==> config.mk <==
export PLATFORM = sky130hd
export DESIGN_NAME = img_ctrl
export DESIGN_NICKNAME = d
export VERILOG_FILES = /design/src/hdl/img_pkg.sv /design/src/hdl/img_ctrl.sv
export SDC_FILE = /design/constraint.sdc
export NUM_CORES = 1
export LEC_CHECK = 0
export BUFFER_PORTS_ARGS = -buffer_cell sky130_fd_sc_hd__buf_4
export CAP_MARGIN = 10
export CORE_MARGIN = 3
export CORE_UTILIZATION = 52
export DETAILED_ROUTE_END_ITERATION = 6
export PLACE_DENSITY = 0.9
export SYNTH_ARGS = -nofsm -noshare
export SYNTH_HDL_FRONTEND = slang
export SYNTH_SLANG_ARGS = --single-unit
==> constraint.sdc <==
create_clock -name clk -period 5 [get_ports clk]
set_input_delay 1 -clock clk [delete_from_list [all_inputs] [get_ports clk]]
set_output_delay 1 -clock clk [all_outputs]
set_load 0.05 [all_outputs]
==> src/hdl/img_pkg.sv <==
package img_pkg;

    // =========================================================================
    // Sizes
    // =========================================================================
    localparam int WORD_W      = 16;
    localparam int PIX_W       = 12;
    localparam int HDR_W       = 128;
    localparam int HDR_WORDS   = HDR_W / WORD_W;
    localparam int BLOCK_WORDS = 1024;
    localparam int BLOCK_CNT   = 2;
    localparam int BLK_W       = $clog2(BLOCK_CNT);
    localparam int ADDR_W      = 10;
    // Pixel count must be able to hold a full block
    localparam int CNT_W       = 11;
    localparam int STAT_W      = 18;
    localparam int STAT_BITS   = 7;

    // Readout FIFO geometry
    localparam int FIFO_DEPTH  = 16;
    localparam int FIFO_PTR_W  = $clog2(FIFO_DEPTH);
    localparam int FIFO_LVL_W  = $clog2(FIFO_DEPTH + 1);

    // =========================================================================
    // Bundles
    // =========================================================================
    typedef struct packed {
        logic [HDR_W-1:0] header;
        logic [BLK_W-1:0] block;
    } img_cmd_t;

    typedef struct packed {
        logic [CNT_W-1:0]  pixel_count;
        logic [STAT_W-1:0] highlight_count;
        logic [STAT_W-1:0] shadow_count;
    } cap_status_t;

    typedef struct packed {
        logic              en;
        logic [BLK_W-1:0]  block;
        logic [ADDR_W-1:0] addr;
        logic [WORD_W-1:0] data;
    } store_wr_t;

    typedef struct packed {
        logic              en;
        logic [BLK_W-1:0]  block;
        logic [ADDR_W-1:0] addr;
    } store_rd_t;

endpackage

==> src/hdl/img_ctrl.sv <==
module img_ctrl
    import img_pkg::*;
(
    input  logic                  clk,
    input  logic                  fifoIn_rst,
    input  logic                  cmd_valid,
    input  img_cmd_t              cmd,
    output logic                  capture_start,
    input  logic                  pix_valid,
    input  logic [WORD_W-1:0]     pix_data,
    input  logic                  frame_done,
    input  logic [CNT_W-1:0]      pixel_count,
    output store_wr_t             wr,
    output store_rd_t             rd,
    input  logic [WORD_W-1:0]     rd_data,
    output logic                  fifo_push,
    output logic [WORD_W-1:0]     fifo_push_data,
    output logic                  fifo_flush,
    input  logic [FIFO_LVL_W-1:0] fifo_level,
    output logic                  capture_done
);

    typedef enum logic [1:0] {
        ST_IDLE,
        ST_HEADER,
        ST_CAPTURE,
        ST_READOUT
    } ctrl_state_t;

    ctrl_state_t       state;
    logic [HDR_W-1:0]  hdr_q;
    logic [BLK_W-1:0]  block_q;
    logic [ADDR_W-1:0] wr_addr;
    logic [CNT_W-1:0]  readout_len;
    logic [CNT_W-1:0]  rd_cnt;
    logic [CNT_W-1:0]  push_cnt;
    logic              rd_vld;
    logic              credit_ok;
    logic              rd_issue;

    // =========================================================================
    // Readout credit
    // =========================================================================
    // A read in flight still needs a FIFO slot
    assign credit_ok = ({1'b0, fifo_level} + (FIFO_LVL_W+1)'(rd_vld))
                       < (FIFO_LVL_W+1)'(FIFO_DEPTH);

    // Skip the flush cycle so the level seen is the cleared one
    assign rd_issue = (state == ST_READOUT) && !fifo_flush
                      && (rd_cnt < readout_len) && credit_ok;

    assign fifo_push      = rd_vld;
    assign fifo_push_data = rd_data;

    // =========================================================================
    // Store ports
    // =========================================================================
    always_comb begin
        wr       = '0;
        wr.block = block_q;
        wr.addr  = wr_addr;
        if (state == ST_HEADER) begin
            wr.en   = 1'b1;
            wr.data = hdr_q[HDR_W-1 -: WORD_W];
        end else if (state == ST_CAPTURE) begin
            wr.en   = pix_valid;
            wr.data = pix_data;
        end
    end

    always_comb begin
        rd.en    = rd_issue;
        rd.block = block_q;
        rd.addr  = rd_cnt[ADDR_W-1:0];
    end

    // =========================================================================
    // Command latch and header shifter
    // =========================================================================
    always_ff @(posedge clk) begin
        if (state == ST_IDLE && cmd_valid) begin
            hdr_q   <= cmd.header;
            block_q <= cmd.block;
        end else if (state == ST_HEADER) begin
            hdr_q <= hdr_q << WORD_W;
        end
    end

    // =========================================================================
    // Main FSM
    // =========================================================================
    always_ff @(posedge clk) begin
        if (!fifoIn_rst) begin
            state         <= ST_IDLE;
            capture_start <= 1'b0;
            capture_done  <= 1'b0;
            fifo_flush    <= 1'b0;
            rd_vld        <= 1'b0;
            wr_addr       <= '0;
            readout_len   <= '0;
            rd_cnt        <= '0;
            push_cnt      <= '0;
        end else begin
            capture_start <= 1'b0;
            capture_done  <= 1'b0;
            fifo_flush    <= 1'b0;
            rd_vld        <= rd_issue;

            case (state)
                ST_IDLE: begin
                    if (cmd_valid) begin
                        wr_addr <= '0;
                        state   <= ST_HEADER;
                    end
                end
                ST_HEADER: begin
                    // Address keeps counting into the pixel area
                    wr_addr <= wr_addr + 1'b1;
                    if (wr_addr == ADDR_W'(HDR_WORDS - 1)) begin
                        capture_start <= 1'b1;
                        state         <= ST_CAPTURE;
                    end
                end
                ST_CAPTURE: begin
                    if (pix_valid)
                        wr_addr <= wr_addr + 1'b1;
                    if (frame_done) begin
                        readout_len  <= pixel_count;
                        capture_done <= 1'b1;
                        fifo_flush   <= 1'b1;
                        rd_cnt       <= '0;
                        push_cnt     <= '0;
                        state        <= ST_READOUT;
                    end
                end
                ST_READOUT: begin
                    if (rd_issue)
                        rd_cnt <= rd_cnt + 1'b1;
                    if (fifo_push)
                        push_cnt <= push_cnt + 1'b1;
                    if (push_cnt == readout_len)
                        state <= ST_IDLE;
                end
                default: state <= ST_IDLE;
            endcase
        end
    end

endmodule

== Word-level counts from Yosys, hierarchy flattened ==
Index checks and enable logic that the tools add are counted.
Storage, ports and cells
  RAM bits: 0
  input port bits: 182
  logic and storage cells: 65
  output and inout port bits: 60
  register bits after elaboration: 177
  memories: 0
  latch bits: 0
  bits in read-only memories: 0
Operators by class
  shifts and indexed selects: 0
  add/subtract/negate cells: 4
  bitwise operators: 0
  equal/unequal tests: 12
  muxes and demuxes: 21
  div/mod/pow operators: 0
  multiply operators: 0
  reductions and logical operators: 16
  $lt $le $gt $ge: 2
Operator list (number)
  two-way mux 128 bit: 2
  one-hot mux 11 bit (2 select lines): 2
  two-way mux 11 bit: 3
  two-way mux 16 bit: 2
  one-hot mux 10 bit (3 select lines): 1
  adder 11 x 1 -> 11 bit, second input constant: 2
  two-way mux 10 bit: 2
  equality test 11 bit: 1
  < comparator 11 bit: 1
  adder 10 x 1 -> 10 bit, second input constant: 1
  equality test 10 x 3 -> 1 bit, second input constant: 1
  != test 2 bit, second input constant: 5
  AND reduction 3 bit: 3
  two-way mux 2 bit: 4
  one-hot mux 2 bit (4 select lines): 1
  adder 5 x 1 -> 6 bit: 1
  < comparator 6 x 5 -> 1 bit, second input constant: 1
  AND reduction 2 bit: 3
  equality test 2 bit, second input constant: 2
  logical AND 1 bit: 4
  two-way mux 1 bit: 4
  != test 2 x 1 -> 1 bit, second input constant: 2
  AND reduction 4 bit: 1
  nonzero test 2 bit: 2
  4 further kinds: 4

== Longest topological paths before layout ==
  depth after elaboration: 6
  depth in mapped cells: 9
  gate-level depth less buffers: 7

== Least setup slack after synthesis ==
Ideal clock, no wire load.
  path type: in2reg
  start: input cmd_valid
  end: register hdr_q[0] (enable)
  arrival time: 3.439 ns
  setup time: 0.433 ns
  stages on the path: 5
  path buffers: 3
  required time: 4.567 ns
  setup slack: 1.128 ns
  path through: and2_1 clkbuf_1 clkbuf_1 buf_2 or2_2
On the way
  cells in the longest elaborated chain, start to end: 2
Ends and longest elaborated chain
  from (decl): line img_ctrl.sv:6  | input logic cmd_valid,
  logical AND 1 bit: line img_ctrl.sv:81  | if (state == ST_IDLE && cmd_valid) begin
  nonzero test 2 bit (no line)
  to (signal assigned): line img_ctrl.sv:82  | hdr_q <= cmd.header;
  to (signal assigned): line img_ctrl.sv:85  | hdr_q <= hdr_q << WORD_W;
  to (decl): line img_ctrl.sv:31  | logic [HDR_W-1:0] hdr_q;
Every way passes these cells.
A chain may end at the register's enable or synchronous reset.

==> flow_metrics.tcl <==
set metrics [dict create \
    cts_hold_buf 0 \
    startpoint_type "flip-flop" \
    synth_seq_area_share 0.577 \
    initial_core_util 0.541 \
    powerDensity_nw_per_um2 558 \
    arrival_ps 2680 \
    post_cts_buffers 0 \
    via_per_inst 5.49 \
    cts_buffers 17 \
    p_leak_nw 4.22 \
    r2r-start "state[0]" \
    wire_per_inst_um 18.1 \
    fillers 1087 \
    min_path_cells 2 \
    path_common_cell "buf_4" \
    cts_sinks 177 \
    synthesis.area_um2 8380 \
    path_clk_slew_ps 70 \
    critPathCaptureType "output port" \
    ir_drop_mv 0.377 \
    drc_errors 0 \
    mostFrequentLayoutCells "buf_4, edfxtp_1, mux2_2" \
    gp_congestion 0.893 \
    r2r-end "hdr_q[102]" \
    synth_ff_type "edfxtp_1" \
    slew_headroom 0.256 \
    switching_share 0.317 \
    antennaDiodeCount 0 \
    rows 45 \
    antenna_found_initial 0 \
    io_pins 242 \
    yosys_warnings 0 \
    rsz0062_at_grt "false" \
    outcome "finished clean" \
    grt_pass1_wl_mm 29.7 \
    setup.worst_path.start "state[1]" \
    coreArea_um2 15500 \
    nNetsFinal 1020 \
    die-area_um2 17700 \
    period_minus_slack_ps 3680 \
    hold_path_class "reg -> reg" \
    die_h_um 133 \
    synth_nets 846 \
    antenna_left 0 \
    hold_ws_ps 490 \
    r2r_cells 5 \
    clkLatencyLatePin_ps 430 \
    critical_path.max_stage_delay_ps 880 \
    tightest_slew_ps 1110 \
    cts_tree "yes" \
    dr.pass1.iters 5 \
    syn_inst 646 \
    die_width_um 133 \
    max_freq_ghz 0.272 \
    synth_edf_count 129 \
    dp_hpwl_mm 13.6 \
    cp-endpoint "wr[12]" \
    final_common_cell "buf_4" \
    grt_max_degree 75 \
    ctsHtreeMaxLevel 4 \
    drv_slew 0 \
    slowest_stage "nor2b_1" \
    r2r_slack_ps 2150 \
    p_clk_frac 0.236 \
    setup_viol 0 \
    p_int_mw 4.01 \
    cts_resized 0 \
    wl_mm 18.9 \
    grt_usage 0.212 \
    yosys.cell_types.count 45 \
    drive_gt1_frac 0.443 \
    portBuffers 209 \
    hold_viol_final 0 \
    final.period_utilization 0.736 \
    ys_async_sr_fraction 0 \
    crit_path_max_fanout 22 \
    worst_ep_required_time_ps 4000 \
    p_switching_mw 1.86 \
    ys_seq_elements 177 \
    yosys-top-cells-area "edfxtp_1, mux2_2, dfxtp_1" \
    clockBufferDepth 2 \
    p_seq_frac 0.445 \
    vias 5729 \
    timing.setup.tns_ps 0 \
    p_comb_frac 0.319 \
    synth.avg_cell_area_um2 13.0 \
    root_buffer "clkbuf_16" \
    path_cells "inv_1 -> ha_1 -> buf_4 -> nor2b_1 -> a22o_1 -> buf_4" \
    synth_top_area_frac 0.462 \
    grt_pass1_vias 5672 \
    path_class "reg -> out" \
    clock_skew_ps 11.9 \
    drtIter0Drc 383 \
    synth_area_leader_cell "edfxtp_1" \
    drv_cap 0 \
    syn_to_final_growth_pct 25.8 \
    overflow 0 \
]
## per-layer routing
layer | up-vias | track usage | wire [um]
met3 | 23 | 0.0779 | 1660
li1 | 2737 | - | -
met2 | 247 | 0.349 | 9390
met1 | 2722 | 0.267 | 7580
met5 | - | 0 | 0
met4 | 0 | 0.0525 | 307
## stage by stage
stage | power [mW] | area, um^2 | utilization | worst slack [ps] | instances
3_5_place_dp | 4.52 | 9920 | 0.641 | 1740 | 1012
5_1_grt | 6.16 | 10500 | 0.681 | 1130 | 1044
6_report | 5.88 | 10500 | 0.681 | 1320 | 1044
3_3_place_gp | 4.44 | 9920 | 0.641 | 1880 | 1012
2_1_floorplan | 4.03 | 8380 | - | 1130 | 646
4_1_cts | 5.92 | 10500 | 0.681 | 1290 | 1044
## Yosys cell counts (5+ instances only)
cell      instances
buf_2             9
buf_1             5
xor2_1           21
nand2b_1          5
nand4_1          10
buf_4            30
a22o_1           15
o211ai_1         11
nor2_1           22
ha_1             18
mux2_2          113
and3_1           22
dfxtp_1          48
mux2i_1           5
or3_1             6
clkbuf_1         15
a31oi_1           6
o21ai_0          10
inv_1            16
nor4_1            5
nand3_1          16
nand2_1          45
a21oi_1          21
edfxtp_1        129
## registers in the layout, summed over array words and instances, names as in the netlist
register,cells
capture_done,1
readout_len,11
fifo_push,1
state,2
hdr_q,128
capture_start,1
rd_cnt,11
wr_addr,10
push_cnt,11
block_q,1
## worst min path at each step
stage                               start              end  slack (ps)
after CTS                  readout_len[3]   readout_len[3]         490
after detailed placement   readout_len[1]   readout_len[1]         480
final                      readout_len[3]   readout_len[3]         490
after global routing       readout_len[1]   readout_len[1]         510
after floorplan           readout_len[10]  readout_len[10]         460
after global placement     readout_len[1]   readout_len[1]         470
## power by group through the flow
| stage | logic, mW | clock network [mW] | registers, mW |
|---|---|---|---|
| final | 1.88 | 1.39 | 2.61 |
| after detailed placement | 1.87 | 0 | 2.65 |
| after floorplan | 1.41 | 0 | 2.62 |
| after global placement | 1.83 | 0 | 2.61 |
| after global routing | 2.03 | 1.47 | 2.67 |
| after CTS | 1.89 | 1.41 | 2.62 |
## worst max-delay path: cells and delay by family, from the launching register on
kind / cells / cell delay [ps]
DFF: 1 / 390
buffers and inverters: 3 / 510
AOI/OAI and AO/OA: 1 / 270
adders and majority gates: 1 / 190
and+or+nand+nor: 1 / 880
## cells by family after synthesis
| kind of cell | share of synthesized area |
|---|---|
| flops | 0.577 |
| simple gates | 0.0917 |
| mux | 0.158 |
| compound gates | 0.0721 |
| buf+inv | 0.0484 |
| xor+xnor | 0.0261 |
| fa+ha+maj | 0.0269 |
## layout make-up
cell class,count,area [um^2],area share
flip-flops and latches,177,4830,0.459
multi-input cells,394,3140,0.298
repair buffers,214,1620,0.154
clock buffers,17,425,0.0404
well taps,211,264,0.0251
clock inverters,15,190,0.0180
inverters,16,60.1,0.00570
No activity file was read; power rests on OpenSTA's default activity.
