`config.mk`:
```
export PLATFORM = sky130hd
export DESIGN_NAME = pixel_capture
export DESIGN_NICKNAME = d
export VERILOG_FILES = /design/src/hdl/img_pkg.sv /design/src/hdl/pixel_capture.sv
export SDC_FILE = /design/constraint.sdc
export NUM_CORES = 1
export LEC_CHECK = 0
export BUFFER_PORTS_ARGS = -buffer_cell sky130_fd_sc_hd__buf_2
export CAP_MARGIN = 20
export CORE_ASPECT_RATIO = 0.9
export CORE_MARGIN = 2
export CORE_UTILIZATION = 45
export CTS_CLUSTER_DIAMETER = 50
export DETAILED_ROUTE_END_ITERATION = 10
export PLACE_DENSITY_LB_ADDON = 0.3
export SLEW_MARGIN = 20
export SYNTH_ARGS = -nofsm -noshare
export SYNTH_HDL_FRONTEND = slang
export SYNTH_SLANG_ARGS = --single-unit
```
`constraint.sdc`:
```
create_clock -name clk -period 2.2 [get_ports clk]
set_input_delay 0.44 -clock clk [delete_from_list [all_inputs] [get_ports clk]]
set_output_delay 0.44 -clock clk [all_outputs]
set_load 0.02 [all_outputs]
```
`src/hdl/img_pkg.sv`:
```
package img_pkg;

    // =========================================================================
    // Sizes
    // =========================================================================
    localparam int WORD_W      = 16;
    localparam int PIX_W       = 12;
    localparam int HDR_W       = 128;
    localparam int HDR_WORDS   = HDR_W / WORD_W;
    localparam int BLOCK_WORDS = 1024;
    localparam int BLOCK_CNT   = 2;
    localparam int BLK_W       = $clog2(BLOCK_CNT);
    localparam int ADDR_W      = 10;
    // Pixel count must be able to hold a full block
    localparam int CNT_W       = 11;
    localparam int STAT_W      = 18;
    localparam int STAT_BITS   = 7;

    // Readout FIFO geometry
    localparam int FIFO_DEPTH  = 16;
    localparam int FIFO_PTR_W  = $clog2(FIFO_DEPTH);
    localparam int FIFO_LVL_W  = $clog2(FIFO_DEPTH + 1);

    // =========================================================================
    // Bundles
    // =========================================================================
    typedef struct packed {
        logic [HDR_W-1:0] header;
        logic [BLK_W-1:0] block;
    } img_cmd_t;

    typedef struct packed {
        logic [CNT_W-1:0]  pixel_count;
        logic [STAT_W-1:0] highlight_count;
        logic [STAT_W-1:0] shadow_count;
    } cap_status_t;

    typedef struct packed {
        logic              en;
        logic [BLK_W-1:0]  block;
        logic [ADDR_W-1:0] addr;
        logic [WORD_W-1:0] data;
    } store_wr_t;

    typedef struct packed {
        logic              en;
        logic [BLK_W-1:0]  block;
        logic [ADDR_W-1:0] addr;
    } store_rd_t;

endpackage

```
`src/hdl/pixel_capture.sv`:
```
module pixel_capture
    import img_pkg::*;
(
    input  logic              clk,
    input  logic              fifoIn_rst,
    input  logic              capture_start,
    input  logic [PIX_W-1:0]  img_d,
    input  logic              img_fv,
    input  logic              img_lv,
    output logic              pix_valid,
    output logic [WORD_W-1:0] pix_data,
    output logic              frame_done,
    output cap_status_t       status
);

    typedef enum logic [1:0] {
        CAP_IDLE,
        CAP_WAIT_LOW,
        CAP_WAIT_HIGH,
        CAP_ACTIVE
    } cap_state_t;

    cap_state_t        state;
    logic [PIX_W-1:0]  d_q;
    logic              fv_q;
    logic              lv_q;
    logic              lv_prev;
    logic              armed;
    logic [1:0]        x_cnt;
    logic [1:0]        y_cnt;
    logic              stat_hit;
    logic [CNT_W-1:0]  pixel_count;
    logic [STAT_W-1:0] highlight_count;
    logic [STAT_W-1:0] shadow_count;

    // =========================================================================
    // Sensor input registers
    // =========================================================================
    always_ff @(posedge clk) begin
        d_q <= img_d;
    end

    always_ff @(posedge clk) begin
        if (!fifoIn_rst) begin
            fv_q    <= 1'b0;
            lv_q    <= 1'b0;
            lv_prev <= 1'b0;
        end else begin
            fv_q    <= img_fv;
            lv_q    <= img_lv;
            lv_prev <= lv_q;
        end
    end

    // Pixels count as soon as frame-valid rises, even before the state catches up
    assign armed     = ((state == CAP_ACTIVE) || (state == CAP_WAIT_HIGH)) && fv_q;
    assign pix_valid = armed && lv_q && (pixel_count < CNT_W'(BLOCK_WORDS));
    assign pix_data  = {{(WORD_W-PIX_W){1'b0}}, d_q};

    // =========================================================================
    // Frame sync FSM and counters
    // =========================================================================
    always_ff @(posedge clk) begin
        if (!fifoIn_rst) begin
            state      <= CAP_IDLE;
            frame_done <= 1'b0;
            x_cnt      <= '0;
            y_cnt      <= '0;
        end else begin
            frame_done <= 1'b0;

            // Subsample position within the 4x4 grid
            if (!lv_q)
                x_cnt <= '0;
            else
                x_cnt <= x_cnt + 2'd1;
            if (!fv_q)
                y_cnt <= '0;
            else if (lv_prev && !lv_q)
                y_cnt <= y_cnt + 2'd1;

            case (state)
                CAP_IDLE: begin
                    if (capture_start)
                        state <= CAP_WAIT_LOW;
                end
                CAP_WAIT_LOW: begin
                    if (!fv_q)
                        state <= CAP_WAIT_HIGH;
                end
                CAP_WAIT_HIGH: begin
                    if (fv_q)
                        state <= CAP_ACTIVE;
                end
                CAP_ACTIVE: begin
                    if (!fv_q) begin
                        frame_done <= 1'b1;
                        state      <= CAP_IDLE;
                    end
                end
                default: state <= CAP_IDLE;
            endcase
        end
    end

    assign stat_hit = pix_valid && (x_cnt == 2'd0) && (y_cnt == 2'd0);

    always_ff @(posedge clk) begin
        if (!fifoIn_rst) begin
            pixel_count     <= '0;
            highlight_count <= '0;
            shadow_count    <= '0;
        end else if (capture_start) begin
            // Header words sit in front of the pixels
            pixel_count     <= CNT_W'(HDR_WORDS);
            highlight_count <= '0;
            shadow_count    <= '0;
        end else begin
            if (pix_valid)
                pixel_count <= pixel_count + 1'b1;
            if (stat_hit) begin
                if (&d_q[PIX_W-1 -: STAT_BITS])
                    highlight_count <= highlight_count + 1'b1;
                else if (~|d_q[PIX_W-1 -: STAT_BITS])
                    shadow_count <= shadow_count + 1'b1;
            end
        end
    end

    always_comb begin
        status.pixel_count     = pixel_count;
        status.highlight_count = highlight_count;
        status.shadow_count    = shadow_count;
    end

    // Truncated frames never run the count past the block
    a_count_in_block: assert property (@(posedge clk) disable iff (!fifoIn_rst)
        pixel_count <= CNT_W'(BLOCK_WORDS));

endmodule

```
# Yosys cells after proc, flatten, opt, wreduce, memory -nomap -nowiden
# Cells that the tools add are included.
[op_classes]
add_sub_neg = 5
reduce_logical = 21
n_eq_ne = 7
bitwise = 3
muxes = 8
n_lt_le_gt_ge = 1
[op_table]
columns = ["cell", "count"]
rows = [
  ["18-bit by 1-bit adder with 18-bit output, second input constant", 2],
  ["11-bit by 1-bit adder with 11-bit output, second input constant", 1],
  ["11-bit less-than comparator, second input constant", 1],
  ["2-bit two-way mux", 4],
  ["4-bit two-way mux", 2],
  ["2-bit != test, second input constant", 4],
  ["2-bit case mux with 4 select lines", 1],
  ["8-bit AND reduction", 1],
  ["7-bit AND reduction", 1],
  ["7-bit OR reduction", 1],
  ["1-bit logical AND", 6],
  ["2-bit logical NOT", 3],
  ["2-bit AND reduction", 3],
  ["2-bit by 1-bit adder with 2-bit output, second input constant", 2],
  ["2-bit == test, second input constant", 2],
  ["4-bit AND reduction", 1],
  ["1-bit NOT", 3],
  ["3-bit AND reduction", 1],
  ["2-bit by 1-bit == test with 1-bit output, second input constant", 1],
  ["2-bit nonzero test", 1],
  ["2-bit OR reduction", 1],
  ["1-bit logical NOT", 1],
  ["1-bit logical OR", 1],
  ["1-bit two-way mux", 1],
]
[totals]
regBits = 69
output_inout_bits = 65

# Depth between registers and ports, before layout
[logic_depth]
word_depth = 8
depth_mapped = 8
depth_no_buf = 6

# Least setup slack after synthesis
# OpenSTA, ideal clock, no wires.
[synth_path]
path_kind = "register -> register"
start = "reg shadow_count[2]"
end = "reg shadow_count[11]"
required_time_ns = 2.065
period_less_slack_ns = 2.085
path_stages_with_launch = 6
arrival_time_ns = 1.950
setup_slack_ns = 0.115
n_path_buf = 1
cell_sequence = "dfxtp_1 > or4b_4 > or4_1 > buf_2 > o311ai_0 > o41ai_1"
[synth_via]
elab_chain_cells = 1
[synth_rtl]
columns = ["item", "line", "source"]
rows = [
  ["start, declared", "pixel_capture.sv:34", "logic [STAT_W-1:0] shadow_count;"],
  ["start signal, assigned", "pixel_capture.sv:125", "shadow_count <= shadow_count + 1'b1;"],
  ["18-bit by 1-bit adder with 18-bit output", "pixel_capture.sv:125", ""],
]
# Every way passes these cells.
# A chain may end at the register's enable or synchronous reset.

# Worst setup path in the final report
[layout_path]
start = "reg state[0]"
end = "out pix_valid"
[layout_via]
elab_chain_cells = 5
word_cells_on_any_way = 6
classes_between = "eq/ne (2); reduce/logical (4)"
[layout_rtl]
columns = ["item", "line", "source"]
rows = [
  ["start, declared", "pixel_capture.sv:23", "cap_state_t state;"],
  ["start signal, assigned", "pixel_capture.sv:65", "state <= CAP_IDLE;"],
  ["start signal, assigned", "pixel_capture.sv:85", "state <= CAP_WAIT_LOW;"],
  ["start signal, assigned", "pixel_capture.sv:89", "state <= CAP_WAIT_HIGH;"],
  ["2-bit == test", "pixel_capture.sv:56", "assign armed = ((state == CAP_ACTIVE) || (state == CAP_WAIT_HIGH)) && fv_q;"],
  ["1-bit logical OR (*)", "pixel_capture.sv:56", ""],
  ["1-bit logical AND (*)", "pixel_capture.sv:56", ""],
  ["1-bit logical AND (*) (2 in series)", "pixel_capture.sv:57", "assign pix_valid = armed && lv_q && (pixel_count < CNT_W'(BLOCK_WORDS));"],
  ["end, declared", "pixel_capture.sv:10", "output logic pix_valid,"],
]
# Mark *: on every way between the ends. The rest lies on a longest branch, timed or not.

==> summary.txt <==
insertion delay of the later-clocked pin in the worst-skew pair - 340 ps
CTS max path bufs - 2
Critical path destination - pix_valid
part of the Yosys area used for sequential elements - 44.4%
Max Transition Viols Final - 0
layout cell share with drive strength beyond 1 - 26.9%
DIE AREA - 0.00760 sq mm
number of antenna violations at the first check in global routing - 0
IO Pins - 82
PortBufs - 77
final critical-path share of the clock period - 95.2%
Final Hold Viols - 0
Post-DP HPWL - 5320 um
worst supply voltage drop on vdd - 0.505 mV
number of nets in the final layout - 472
Final Wtd Congestion - 0.791
worst setup path class - reg2out
R2R depth - 5
kind of capture point of the worst setup path - output pin
Routed WL - 7780 um
CTS tree - done
path category of the worst min-delay check - in2reg
combined flip-flop and latch cell area - 0.00138 sq mm
Horiz. Die Dim - 91.7 um
unrepaired setup endpoints after global routing - false
Req. time, crit path - 1760 ps
total DRC errors in the routed layout - 0
number of distinct library cells after synthesis - 42
number of warnings issued by yosys - 0
global-route wire length before repair - 12000 um
Area Growth Syn to Fin - 26.1%
drt initial violations - 124
maximum number of pins on one net before global-route repair - 33
routed wire length per instance - 14.4 um
antenna fix cells - 0
maximum clock rate - 478 MHz
row count - 28
top-area cell type share of the netlist area - 44.4%
post-synthesis instance total - 353
clock-pin transition on the worst setup and hold timing paths - 80 ps
register bit count reported by yosys - 69
flop-to-flop setup slack - 110 ps
average size of a mapped cell - 8.82 sq um
post-synthesis cell type with the largest combined area - dfxtp_1
number of optimization iterations in the first detailed-route pass - 4
effective utilization at floorplan - 47.0%
vias per std cell - 5.47
Via Count - 2951
post-layout worst setup margin - 106 ps
data arrival time of the critical path - 1650 ps
final clock skew - 9.35 ps
total clock buffers created by CTS - 9
status - complete, no violations
area inside the core boundary - 0.00662 sq mm
nature of the critical path startpoint - flop
number of H-tree levels - 3
leak pwr - 1.58 nW
Overall Global Routing Usage - 19.6%
total of max-cap violations - 0
Final Critical Period - 2090 ps
WHS - 190 ps
vias in the first global route - 2539
multi-input logic area - 0.00163 sq mm
sum of negative setup slack - 0 ps
leading post-synthesis cells by cell area - dfxtp_1 (44%), a21oi_1 (4.5%), nand2_1 (4.2%), ha_1 (4.0%), mux2i_1 (3.2%)
synthesized area - 0.00311 sq mm
fill cell instance count of the final layout - 616
worst slack at placement - 55.0 ps
largest fanout on the critical path - 5
final number of setup-violating endpoints - 0
R2R Path End - highlight_count[12]
Sink Count - 69
Crit Reg-Reg Startpoint - state[1]
die extent in y - 82.9 um
remaining global-route overflow - 0
timing startpoint of the critical path - state[0]
root buffer selected by CTS - clkbuf_8
number of routed nets with antenna violations - 0
PwrDens - 718 mW/mm^2
how the worst min path moves through the flow:
stage                                endpoint  slack, ps  cells past startpoint                 from
after CTS                              d_q[0]        160                      1             img_d[0]
final                                  d_q[0]        190                      1             img_d[0]
after global routing                   d_q[3]        160                      1             img_d[3]
after floorplan                      x_cnt[0]        460                      2             x_cnt[0]
after detailed placement  highlight_count[17]        460                      2  highlight_count[17]
after global placement       shadow_count[17]        460                      2     shadow_count[17]
synth_stat cells, drive strengths merged:
cell	instances
or4b	1
o21ai	15
clkbuf	11
nor3	3
or2	1
xnor2	3
nand3	12
nor2	16
o211ai	1
buf	6
and3	3
a21oi	28
nor3b	2
nor4	8
dfxtp	69
nor4b	1
o41ai	6
nand4	16
o21a	2
nand2	35
o31ai	9
o311a	1
xor2	2
mux2i	10
nand4b	3
and2	8
and4	4
o22ai	1
conb	1
a31o	3
or3	11
and4b	1
or4	11
nand2b	11
o211a	1
inv	17
nor2b	4
ha	10
o311ai	5
o32ai	1
final cells by class:
cell class | count | share of cell area (%)
clock buffer | 10 | 3.25
clock inverter | 5 | 2.55
inverter | 17 | 1.63
multi-input combinational | 255 | 41.6
sequential | 69 | 35.2
tap | 90 | 2.87
timing repair buffer | 93 | 12.9
routing by layer:
| metal | global-route usage (%) | part of all wire (%) |
|---|---|---|
| met1 | 24.6 | 45 |
| met5 | 0 | 0 |
| met4 | 6.61 | 0.39 |
| met2 | 30.8 | 48 |
| met3 | 7.62 | 5.7 |
critical path, stage by stage, from the launching register on:
cell	delay (ps)
dfxtp_2	360
inv_2	60
ha_2	190
buf_4	150
o211ai_1	290
nor2_2	90
buf_2	170
cells by family after synthesis:
family | count (synthesis) | synth area share, %
other | 1 | 0.121
buffers and inverters | 34 | 4.66
AO/OA/AOI/OAI | 73 | 14.9
XOR/XNOR | 5 | 1.41
AND/OR/NAND/NOR | 151 | 27.3
flip-flops | 69 | 44.4
multiplexers | 10 | 3.22
adder cells (fa/ha/maj) | 10 | 4.02
repair_timing:
action,in CTS,in global routing
resized for setup,0,10
endpoints found under the setup margin,1,12
hold buffers,0,0
setup buffers,1,2
pin swaps,1,3
cloned,0,2
per-stage QoR:
step | std cells | instance area, sq um | util (%) | total power, W
floorplan | 356 | 3120 | - | 0.00151
global placement | 519 | 3640 | 54.9 | 0.00158
detailed placement | 519 | 3640 | 54.9 | 0.00160
CTS | 535 | 3870 | 58.5 | 0.00282
global route | 539 | 3920 | 59.3 | 0.00294
finish | 539 | 3920 | 59.3 | 0.00282
cell usage in the layout (no fill, tap or decap), types with 4 or more instances in the layout:
cell type  count
clkbuf_8       9
mux2i_1       10
nor4_1         8
ha_1           9
buf_4         16
or4_4          4
inv_1         16
nand4_1       16
and4_1         4
o311ai_0       4
dfxtp_1       68
nand2b_1      11
or3_1         11
nand3_1       12
conb_1         4
and2_1         8
o21ai_0       14
o31ai_1        9
or4_1          9
o41ai_1        6
buf_2         77
nor2b_1        4
nand2_1       35
nor2_1        15
a21oi_1       28
power breakdown:
group | total, W | internal, W | switching [W] | leakage (nW)
clock | 0.00122 | 0.000744 | 0.000475 | 0.116
sequential | 0.00132 | 0.00128 | 0.0000311 | 0.562
combinational | 0.000283 | 0.000113 | 0.000170 | 0.902
total | 0.00282 | 0.00214 | 0.000677 | 1.58
state kept, by name, indices dropped and copies added (netlist names):
register         flops
y_cnt                2
frame_done           1
lv_q                 1
lv_prev              1
d_q                 12
state                2
fv_q                 1
x_cnt                2
highlight_count     18
pixel_count         11
shadow_count        18
(Power assumes the default switching activity.)
