==> config.mk <==
export PLATFORM = sky130hd
export DESIGN_NAME = readout_fifo
export DESIGN_NICKNAME = d
export VERILOG_FILES = /design/src/hdl/img_pkg.sv /design/src/hdl/readout_fifo.sv
export SDC_FILE = /design/constraint.sdc
export NUM_CORES = 1
export LEC_CHECK = 0
export BUFFER_PORTS_ARGS = -buffer_cell sky130_fd_sc_hd__buf_2
export CAP_MARGIN = 20
export CORE_ASPECT_RATIO = 1.75
export CORE_MARGIN = 1.5
export CORE_UTILIZATION = 61
export CTS_CLUSTER_DIAMETER = 40
export DETAILED_ROUTE_END_ITERATION = 8
export MAX_ROUTING_LAYER = met4
export PLACE_DENSITY_LB_ADDON = 0.1
export SETUP_SLACK_MARGIN = 0.02
export SLEW_MARGIN = 20
export SYNTH_ARGS = -nofsm -noshare
export SYNTH_HDL_FRONTEND = slang
export SYNTH_SLANG_ARGS = --single-unit
==> constraint.sdc <==
create_clock -name clk -period 3.9 [get_ports clk]
set_input_delay 0 -clock clk [delete_from_list [all_inputs] [get_ports clk]]
set_output_delay 0 -clock clk [all_outputs]
set_load 0.02 [all_outputs]
==> src/hdl/img_pkg.sv <==
package img_pkg;

    // =========================================================================
    // Sizes
    // =========================================================================
    localparam int WORD_W      = 16;
    localparam int PIX_W       = 12;
    localparam int HDR_W       = 128;
    localparam int HDR_WORDS   = HDR_W / WORD_W;
    localparam int BLOCK_WORDS = 1024;
    localparam int BLOCK_CNT   = 2;
    localparam int BLK_W       = $clog2(BLOCK_CNT);
    localparam int ADDR_W      = 10;
    // Pixel count must be able to hold a full block
    localparam int CNT_W       = 11;
    localparam int STAT_W      = 18;
    localparam int STAT_BITS   = 7;

    // Readout FIFO geometry
    localparam int FIFO_DEPTH  = 16;
    localparam int FIFO_PTR_W  = $clog2(FIFO_DEPTH);
    localparam int FIFO_LVL_W  = $clog2(FIFO_DEPTH + 1);

    // =========================================================================
    // Bundles
    // =========================================================================
    typedef struct packed {
        logic [HDR_W-1:0] header;
        logic [BLK_W-1:0] block;
    } img_cmd_t;

    typedef struct packed {
        logic [CNT_W-1:0]  pixel_count;
        logic [STAT_W-1:0] highlight_count;
        logic [STAT_W-1:0] shadow_count;
    } cap_status_t;

    typedef struct packed {
        logic              en;
        logic [BLK_W-1:0]  block;
        logic [ADDR_W-1:0] addr;
        logic [WORD_W-1:0] data;
    } store_wr_t;

    typedef struct packed {
        logic              en;
        logic [BLK_W-1:0]  block;
        logic [ADDR_W-1:0] addr;
    } store_rd_t;

endpackage

==> src/hdl/readout_fifo.sv <==
module readout_fifo
    import img_pkg::*;
(
    input  logic                  clk,
    input  logic                  fifoIn_rst,
    input  logic                  flush,
    input  logic                  push,
    input  logic [WORD_W-1:0]     push_data,
    output logic [FIFO_LVL_W-1:0] level,
    input  logic                  pop,
    output logic                  ready,
    output logic [WORD_W-1:0]     data
);

    logic [WORD_W-1:0]     buf_mem [FIFO_DEPTH];
    logic [FIFO_PTR_W-1:0] wr_ptr;
    logic [FIFO_PTR_W-1:0] rd_ptr;

    // Circular buffer storage
    always_ff @(posedge clk) begin
        if (push)
            buf_mem[wr_ptr] <= push_data;
    end

    always_ff @(posedge clk) begin
        if (!fifoIn_rst || flush) begin
            wr_ptr <= '0;
            rd_ptr <= '0;
            level  <= '0;
        end else begin
            if (push)
                wr_ptr <= wr_ptr + 1'b1;
            if (pop)
                rd_ptr <= rd_ptr + 1'b1;
            case ({push, pop})
                2'b10:   level <= level + 1'b1;
                2'b01:   level <= level - 1'b1;
                default: level <= level;
            endcase
        end
    end

    // Head word falls through to the output
    assign ready = (level != '0);
    assign data  = buf_mem[rd_ptr];

    // =========================================================================
    // Checks
    // =========================================================================
    a_no_overflow: assert property (@(posedge clk) disable iff (!fifoIn_rst || flush)
        push && !pop |-> (level < FIFO_LVL_W'(FIFO_DEPTH)));

    a_no_underflow: assert property (@(posedge clk) disable iff (!fifoIn_rst || flush)
        pop |-> ready);

endmodule

; ---- Word-level counts from Yosys, hierarchy flattened
; Memories as Yosys holds them, arrays and structs flattened. A register that Yosys moved wholly into a read port is not among the register bits.
; Index checks and enable logic that the tools add are counted.
; Widths: inputs -> output; s select.
[op_classes]
eq_ne = 2
n_mux = 5
addsub = 4
n_reduce_logical = 4
[ops]
columns = op, count
row1 = $pmux 5 s2, 1
row2 = $add 4x1->4 const B, 2
row3 = $mux 4, 2
row4 = $add 5x1->5 const B, 1
row5 = $reduce_bool 5->1, 1
row6 = $sub 5x1->5 const B, 1
row7 = $eq 2x1->1 const B, 1
row8 = $eq 2x2->1 const B, 1
row9 = $mux 1, 2
row10 = $reduce_bool 2->1, 1
row11 = $logic_not 1->1, 1
row12 = $logic_or 1x1->1, 1
[totals]
out_inout_bits = 22
ram_bits = 256
ff_bits = 13
inputBits = 21
wordCells = 19
memories = 1
[memory_table]
columns = name, words, word_bits, read_ports, rd_clocked_by_memory_dff, wr, line
row1 = buf_mem, 16, 16, 1, 1, 1, readout_fifo.sv:15  ; logic [WORD_W-1:0] buf_mem [FIFO_DEPTH];

; ---- Longest topological paths before layout
; Gate-level depths: netlist of run 1.
[depth]
ltp_word = 3
ltp_mapped = 10
ltp_nobuf = 8

; ---- Least setup slack after synthesis of run 1
; Ideal clock, no wire load.
[synth_path]
kind = input-to-reg
start = in push
end = reg level[2]
path_stages = 10
setup_ps = 70
slack_ps = 2144
t_arrival_ps = 1686
path_cell_list = clkbuf_1 inv_1 ha_1 buf_2 xor2_1 ha_1 a21oi_1 xor2_1 or3_1 a21oi_1
[synth_via]
elab_chain_len = 2
elab_cells_between_ends = 4
[synth_lines]
columns = element, line
row1 = from (decl), readout_fifo.sv:7  ; input logic push,
row2 = $eq 2x1->1 / $eq 2x2->1 (equally long branches), readout_fifo.sv:35  ; case ({push, pop})
row3 = $pmux 5 s2 / $reduce_bool 2->1 (equally long branches), n/a
row4 = to (signal assigned), readout_fifo.sv:36  ; 2'b10: level <= level + 1'b1;
row5 = to (signal assigned), readout_fifo.sv:37  ; 2'b01: level <= level - 1'b1;
row6 = to (signal assigned), readout_fifo.sv:38  ; default: level <= level;
row7 = to (decl), readout_fifo.sv:9  ; output logic [FIFO_LVL_W-1:0] level,
; Parallel ways exist; a longest one is shown, timed or not.
; A chain may end at the register's enable or synchronous reset.

==> results of run 1 <==
==> timing repair <==
| item | CTS | global route |
|---|---|---|
| buffers inserted | 0 | 0 |
| resized for setup | 0 | 0 |
| endpoints found under the hold margin | 269 | 0 |
| hold buffers | 20 | 0 |
==> worst max-delay path: cells and delay by family (launching register included) <==
family,cells,cell delay [ns]
flip-flops,1,0.93
buffers and inverters,2,0.61
multiplexers,1,0.35
AO/OA/AOI/OAI,1,0.21
AND/OR/NAND/NOR,1,0.11
==> logic make-up (layout without fill, tap and decap cells) <==
| family | after synthesis | count (layout) | share of synthesized area [%] |
|---|---|---|---|
| DFF | 273 | 273 | 76.11 |
| and+or+nand+nor | 71 | 71 | 3.452 |
| muxes | 68 | 68 | 14.05 |
| AOI/OAI and AO/OA | 42 | 42 | 2.894 |
| buffers and inverters | 31 | 119 | 1.601 |
| xor gates and xnor gates | 10 | 10 | 0.8304 |
| adders and majority gates | 9 | 9 | 1.068 |
==> power breakdown <==
part | switching, mW | internal [mW] | leakage, nW
clock | 1.00 | 1.30 | 0.368
combinational | 0.131 | 0.110 | 1.08
sequential | 0.0222 | 3.22 | 2.45
total | 1.16 | 4.63 | 3.90
==> registers in the layout, summed over array words and instances (netlist names), named ones only <==
signal   cells
buf_mem    256
rd_ptr       4
level        5
wr_ptr       4
==> area by class of cell <==
class                      count  area share (%)
timing repair buffer          73           4.231
sequential                   273           67.23
inverter                       4          0.1257
clock inverter                15           1.372
multi-input combinational    200           19.72
clock buffer                  27           4.943
tap                          227           2.377
==> per-stage QoR <==
step / cells / area, um2 / worst slack [ns] / total power [mW]
4_1_cts: 819 / 11940 / 1.061 / 5.817
3_5_place_dp: 757 / 10990 / 1.603 / 3.537
6_report: 819 / 11950 / 1.144 / 5.782
3_3_place_gp: 757 / 10990 / 1.620 / 3.528
5_1_grt: 819 / 11950 / 0.9851 / 5.937
2_1_floorplan: 504 / 10550 / 2.144 / 3.452
==> per-layer routing <==
metal | vias to the layer above | global-route usage [%] | part of all wire, %
met5 | - | - | 0
met2 | 205 | 41.11 | 53
met4 | 0 | 8.162 | 2.6
met1 | 2656 | 33.56 | 38
met3 | 39 | 3.476 | 6.6
li1 | 2210 | - | -
==> cells in the final DEF, fill, tap and decap left out, types with 2 or more instances in the layout <==
| cell | n |
|---|---|
| inv_1 | 4 |
| xnor2_1 | 2 |
| nor2b_1 | 3 |
| or3_1 | 2 |
| nor3_1 | 3 |
| and2_1 | 13 |
| clkinv_4 | 2 |
| nor3b_1 | 2 |
| ha_1 | 9 |
| nand4_1 | 2 |
| a21oi_1 | 3 |
| mux4_2 | 64 |
| nor2_1 | 15 |
| dfxtp_1 | 15 |
| and3_1 | 2 |
| o21ai_0 | 2 |
| xor2_1 | 8 |
| inv_6 | 2 |
| dlygate4sd3_1 | 20 |
| clkinv_2 | 4 |
| a22oi_1 | 32 |
| clkbuf_1 | 4 |
| clkbuf_16 | 23 |
| and2_2 | 4 |
| bufinv_16 | 3 |
| mux2i_1 | 4 |
| buf_2 | 42 |
| buf_4 | 10 |
| clkinv_1 | 3 |
| edfxtp_1 | 256 |
| nand2_1 | 20 |
==> path summary, 6_finish.rpt <==
path	from	end	slack (ns)	cells after the start
max reg2reg	wr_ptr[2]	buf_mem[3][5]	1.93	2
min reg2reg	rd_ptr[3]	rd_ptr[3]	0.55	2
max	flop	data[4]	1.14	5
min	push	wr_ptr[0]	0.38	4
==> results.sh, run 1 <==
export IMPL_outcome="finished, final reports clean"
export IMPL_slowest_delay_ns=0.93
export IMPL_crit_path_end_kind="output port"
export IMPL_fillCellCount=1056
export IMPL_num_antenna_cells=0
export IMPL_startpoint_type="flop"
export IMPL_routed_wirelength_um=20620
export IMPL_synth_edf_count=256
export IMPL_synth_area_leader_cell="edfxtp_1"
export IMPL_drtIter0Drc=462
export IMPL_relSlewSlack_pct=25.00
export IMPL_hold_violations=0
export IMPL_hp_class="input port to flop"
export IMPL_ys_ff_latch=273
export IMPL_vias=5110
export IMPL_slew_violations=0
export IMPL_grt_overflow=0
export IMPL_multi_input_area_mm2=0.002356
export IMPL_grt_usage_pct=25.32
export IMPL_yosysSeqAreaShare_pct=76.11
export IMPL_grt_max_degree=36
export IMPL_die_x_um=102.4
export IMPL_max_cap_violations=0
export IMPL_finalNetCount=605
export IMPL_cts_buffer_depth=3
export IMPL_netlist_top_cells_area="edfxtp_1 73%, mux4_2 14%, dfxtp_1 3.2%, a22oi_1 2.3%, ha_1 1.1%"
export IMPL_synth_flop_cell="edfxtp_1"
export IMPL_synth_cell_types=35
export IMPL_synthTopCellsByCount="256 x edfxtp_1, 64 x mux4_2, 32 x a22oi_1, 20 x nand2_1"
export IMPL_fin_hold_ws_ns=0.3801
export IMPL_dp_hpwl_um=11260
export IMPL_yosysWarningCount=0
export IMPL_cts_root_buf="clkbuf_16"
export IMPL_skew_ns=0.01291
export IMPL_synth_nets=534
export IMPL_viasPerCell=6.239
export IMPL_place_congestion=0.7248
export IMPL_min_period_ns=2.756
export IMPL_critPathKind="flop to output port"
export IMPL_finalCritPeriodShare_pct=70.67
export IMPL_cts_sinks=273
export IMPL_tns_ns=0
export IMPL_drc_errors=0
export IMPL_clk_pin_slew_ns=0.07
export IMPL_grt_pass1_wl_um=31340
export IMPL_worstSkewPairLatency_ns=0.52
export IMPL_die_h_um=177.0
export IMPL_port_buffer_count=42
export IMPL_wire_per_inst_um=25.18
export IMPL_cp_arrival_ns=2.76
export IMPL_crit_fanout=35
export IMPL_antenna_found_initial=0
export IMPL_regArea_mm2=0.008033
export IMPL_core_mm2=0.01695
export IMPL_firstDrtPassIters=5
export IMPL_start_util_pct=62.24
export IMPL_worstMarginPinSlew_ns=1.125
export IMPL_irDropWorstVdd_mv=0.4440
export IMPL_cts_tree="done"
export IMPL_path_cells="buf_4, mux4_2, a22oi_1, nand2_1, buf_2"
export IMPL_synth_top_area_share_pct=72.88
export IMPL_synth_area_mm2=0.01055
export IMPL_syn_to_final_growth_pct=13.27
export IMPL_avgSynthCellArea_um2=20.93
export IMPL_dieArea_mm2=0.01812
export IMPL_synthArstFlopShare_pct=0
export IMPL_netlist_instances=504
export IMPL_leakage_nw=3.900
export IMPL_powerDensity_mw_per_mm2=484.0
export IMPL_drive_above_1_share_pct=26.86
export IMPL_cp_slowest_cell="dfxtp_2"
export IMPL_synth_most_common_cell="edfxtp_1"
export IMPL_setup_viol=0
export IMPL_utilization_pct=70.50
export IMPL_grt_setup_unrepaired="no"
export IMPL_antenna_left=0
export IMPL_pin_count=43
export IMPL_htreeDepth=1
export IMPL_rows=63
export IMPL_grt_pass1_vias=5374
export IMPL_clock_fmax_mhz=362.8
export IMPL_critPathRequiredTime_ns=3.90
export IMPL_cts_buffers=23
(Power assumes the default switching activity.)
==> inputs of run 2 (changes only) <==
CORE_UTILIZATION = 55   (was 61)
clock period = 2.4 ns   (was 3.9 ns; I/O delays follow)
==> run 2 against run 1 <==
  * Register-to-register slack got worse by 1.3 ns
  * Sequential power rose by 62%
  * Clock-buffer cell count fell by 2
  * Combinational power rose by 79%
  * Global-route usage is 1.9 points lower
  * Setup slack lost 0.93 ns
  * Core utilization is 4.8 points lower
  * Cell count increased by 4.3%
  * Non-clock buffer count grew 25
  * Largest power group unchanged
==> results.sh, run 2 (same netlist as run 1, synthesis figures left out) <==
export IMPL_critPathRequiredTime_ns=2.40
export IMPL_grt_overflow=0
export IMPL_cp_slowest_cell="mux4_2"
export IMPL_fin_cells=854
export IMPL_antenna_left=0
export IMPL_worstSkewPairLatency_ns=0.52
export IMPL_utilization_pct=65.66
export IMPL_die_h_um=186.2
export IMPL_grt_usage_pct=23.43
export IMPL_reg2reg_slack_ns=0.61
export IMPL_worstMarginPinSlew_ns=0.6003
export IMPL_r2r_end="buf_mem[1][10]"
export IMPL_setup_viol=0
export IMPL_min_period_ns=2.188
export IMPL_reg_largest_list="buf_mem x256, level x5"
export IMPL_finalNetCount=631
export IMPL_start_util_pct=56.52
export IMPL_tns_ns=0
export IMPL_routed_wirelength_um=21420
export IMPL_drtIter0Drc=411
export IMPL_outcome="finished, final reports clean"
export IMPL_cts_buffer_depth=3
export IMPL_largest_reg_flops=256
export IMPL_clk_pin_slew_ns=0.06
export IMPL_die_x_um=107.7
export IMPL_cp_arrival_ns=2.19
export IMPL_firstDrtPassIters=5
export IMPL_pin_count=43
export IMPL_reg2reg_from="wr_ptr[2]"
export IMPL_critPathKind="flop to output port"
export IMPL_finalCritPeriodShare_pct=91.16
export IMPL_dieArea_mm2=0.02005
export IMPL_dp_cells=790
export IMPL_hp_class="input port to flop"
export IMPL_drive_above_1_share_pct=29.71
export IMPL_fillCellCount=1319
export IMPL_skew_ns=0.01273
export IMPL_htreeDepth=1
export IMPL_dp_hpwl_um=13150
export IMPL_powerDensity_mw_per_mm2=776.1
export IMPL_final_cell_mix="256 x edfxtp_1, 64 x mux4_2, 42 x buf_2"
export IMPL_regMostFlops="buf_mem"
export IMPL_whs_endpoint="wr_ptr[0]"
export IMPL_syn_to_final_growth_pct=16.18
export IMPL_cts_tree="done"
export IMPL_place_congestion=0.7608
export IMPL_core_mm2=0.01866
export IMPL_worst_slack_ns=0.2122
export IMPL_path_cells="buf_12, mux4_2, a22oi_1, nand2_1, buf_2"
export IMPL_viasPerCell=6.083
export IMPL_hold_violations=0
export IMPL_crit_path_end_kind="output port"
export IMPL_cts_buffers=24
export IMPL_port_buffer_count=42
export IMPL_hold_start="push"
export IMPL_leakage_nw=4.072
export IMPL_antenna_found_initial=0
export IMPL_vias=5195
export IMPL_grt_pass1_vias=5646
export IMPL_slew_violations=0
export IMPL_startpoint_type="flop"
export IMPL_total_power_mw=9.511
export IMPL_max_cap_violations=0
export IMPL_rows=66
export IMPL_ff2ff_path_depth=3
export IMPL_cts_root_buf="clkbuf_16"
export IMPL_clock_fmax_mhz=457.1
export IMPL_crit_fanout=16
export IMPL_grt_pass1_wl_um=32510
export IMPL_mostFrequentLayoutCell="edfxtp_1"
export IMPL_cts_sinks=273
export IMPL_num_antenna_cells=0
export IMPL_wire_per_inst_um=25.08
export IMPL_relSlewSlack_pct=59.98
export IMPL_slowest_delay_ns=0.51
export IMPL_grt_setup_unrepaired="no"
export IMPL_irDropWorstVdd_mv=0.5677
export IMPL_grt_max_degree=65
export IMPL_holdPathStages=4
export IMPL_drc_errors=0
export IMPL_dpl_worst_slack_ns=0.4477
-- run 2: worst max-delay path by stage --
stage	from	to	slack (ns)	cells past startpoint
floorplan	push	level[2]	0.64	10
global placement	flop	data[3]	0.46	5
detailed placement	flop	data[3]	0.45	5
CTS	flop	data[2]	0.15	5
global route	flop	data[14]	0.09	5
finish	flop	data[1]	0.21	5
-- run 2: metal layers --
layer | vias up | part of all wire [%] | global-route usage, % | routed length, um
met5 | - | 0 | - | 0
met4 | 0 | 3.1 | 8.368 | 658
met3 | 49 | 5.4 | 2.822 | 1158
met2 | 183 | 56 | 42.17 | 11920
met1 | 2697 | 36 | 26.99 | 7683
li1 | 2266 | - | - | -
-- run 2: layout make-up --
type	instances	area (um2)	area share, %
clock inverter	16	181.4	1.480
timing repair buffer	98	772.0	6.300
tap	238	297.8	2.430
sequential	273	8033	65.55
multi-input combinational	200	2351	19.19
inverter	4	15.01	0.1225
clock buffer	25	604.3	4.932
-- run 2: critical path: cells and delay by family, from the launching register on --
kind	cells	cell delay, ns
AOI/OAI and AO/OA	1	0.21
buffers and inverters	2	0.38
DFF	1	0.43
muxes	1	0.51
and+or+nand+nor	1	0.12
-- run 2: what timing repair did --
action,CTS,global route
gates resized for setup,1,0
buffers inserted,3,0
endpoints found under the hold margin,269,0
endpoints found under the setup margin,11,0
hold buffers,20,0
-- run 2: metrics by stage --
stage | instance area [um2] | hold WS (ns)
finish | 12250 | 0.3747
detailed placement | 11240 | 0.3675
global placement | 11240 | 0.3480
floorplan | 10550 | 0.09887
global route | 12250 | 0.4067
CTS | 12250 | 0.3749
-- run 2: where the power goes --
group          total, mW  internal (mW)  switching, mW
combinational      0.432          0.192          0.240
clock               3.83           2.17           1.65
sequential          5.25           5.23         0.0194
total               9.51           7.60           1.91
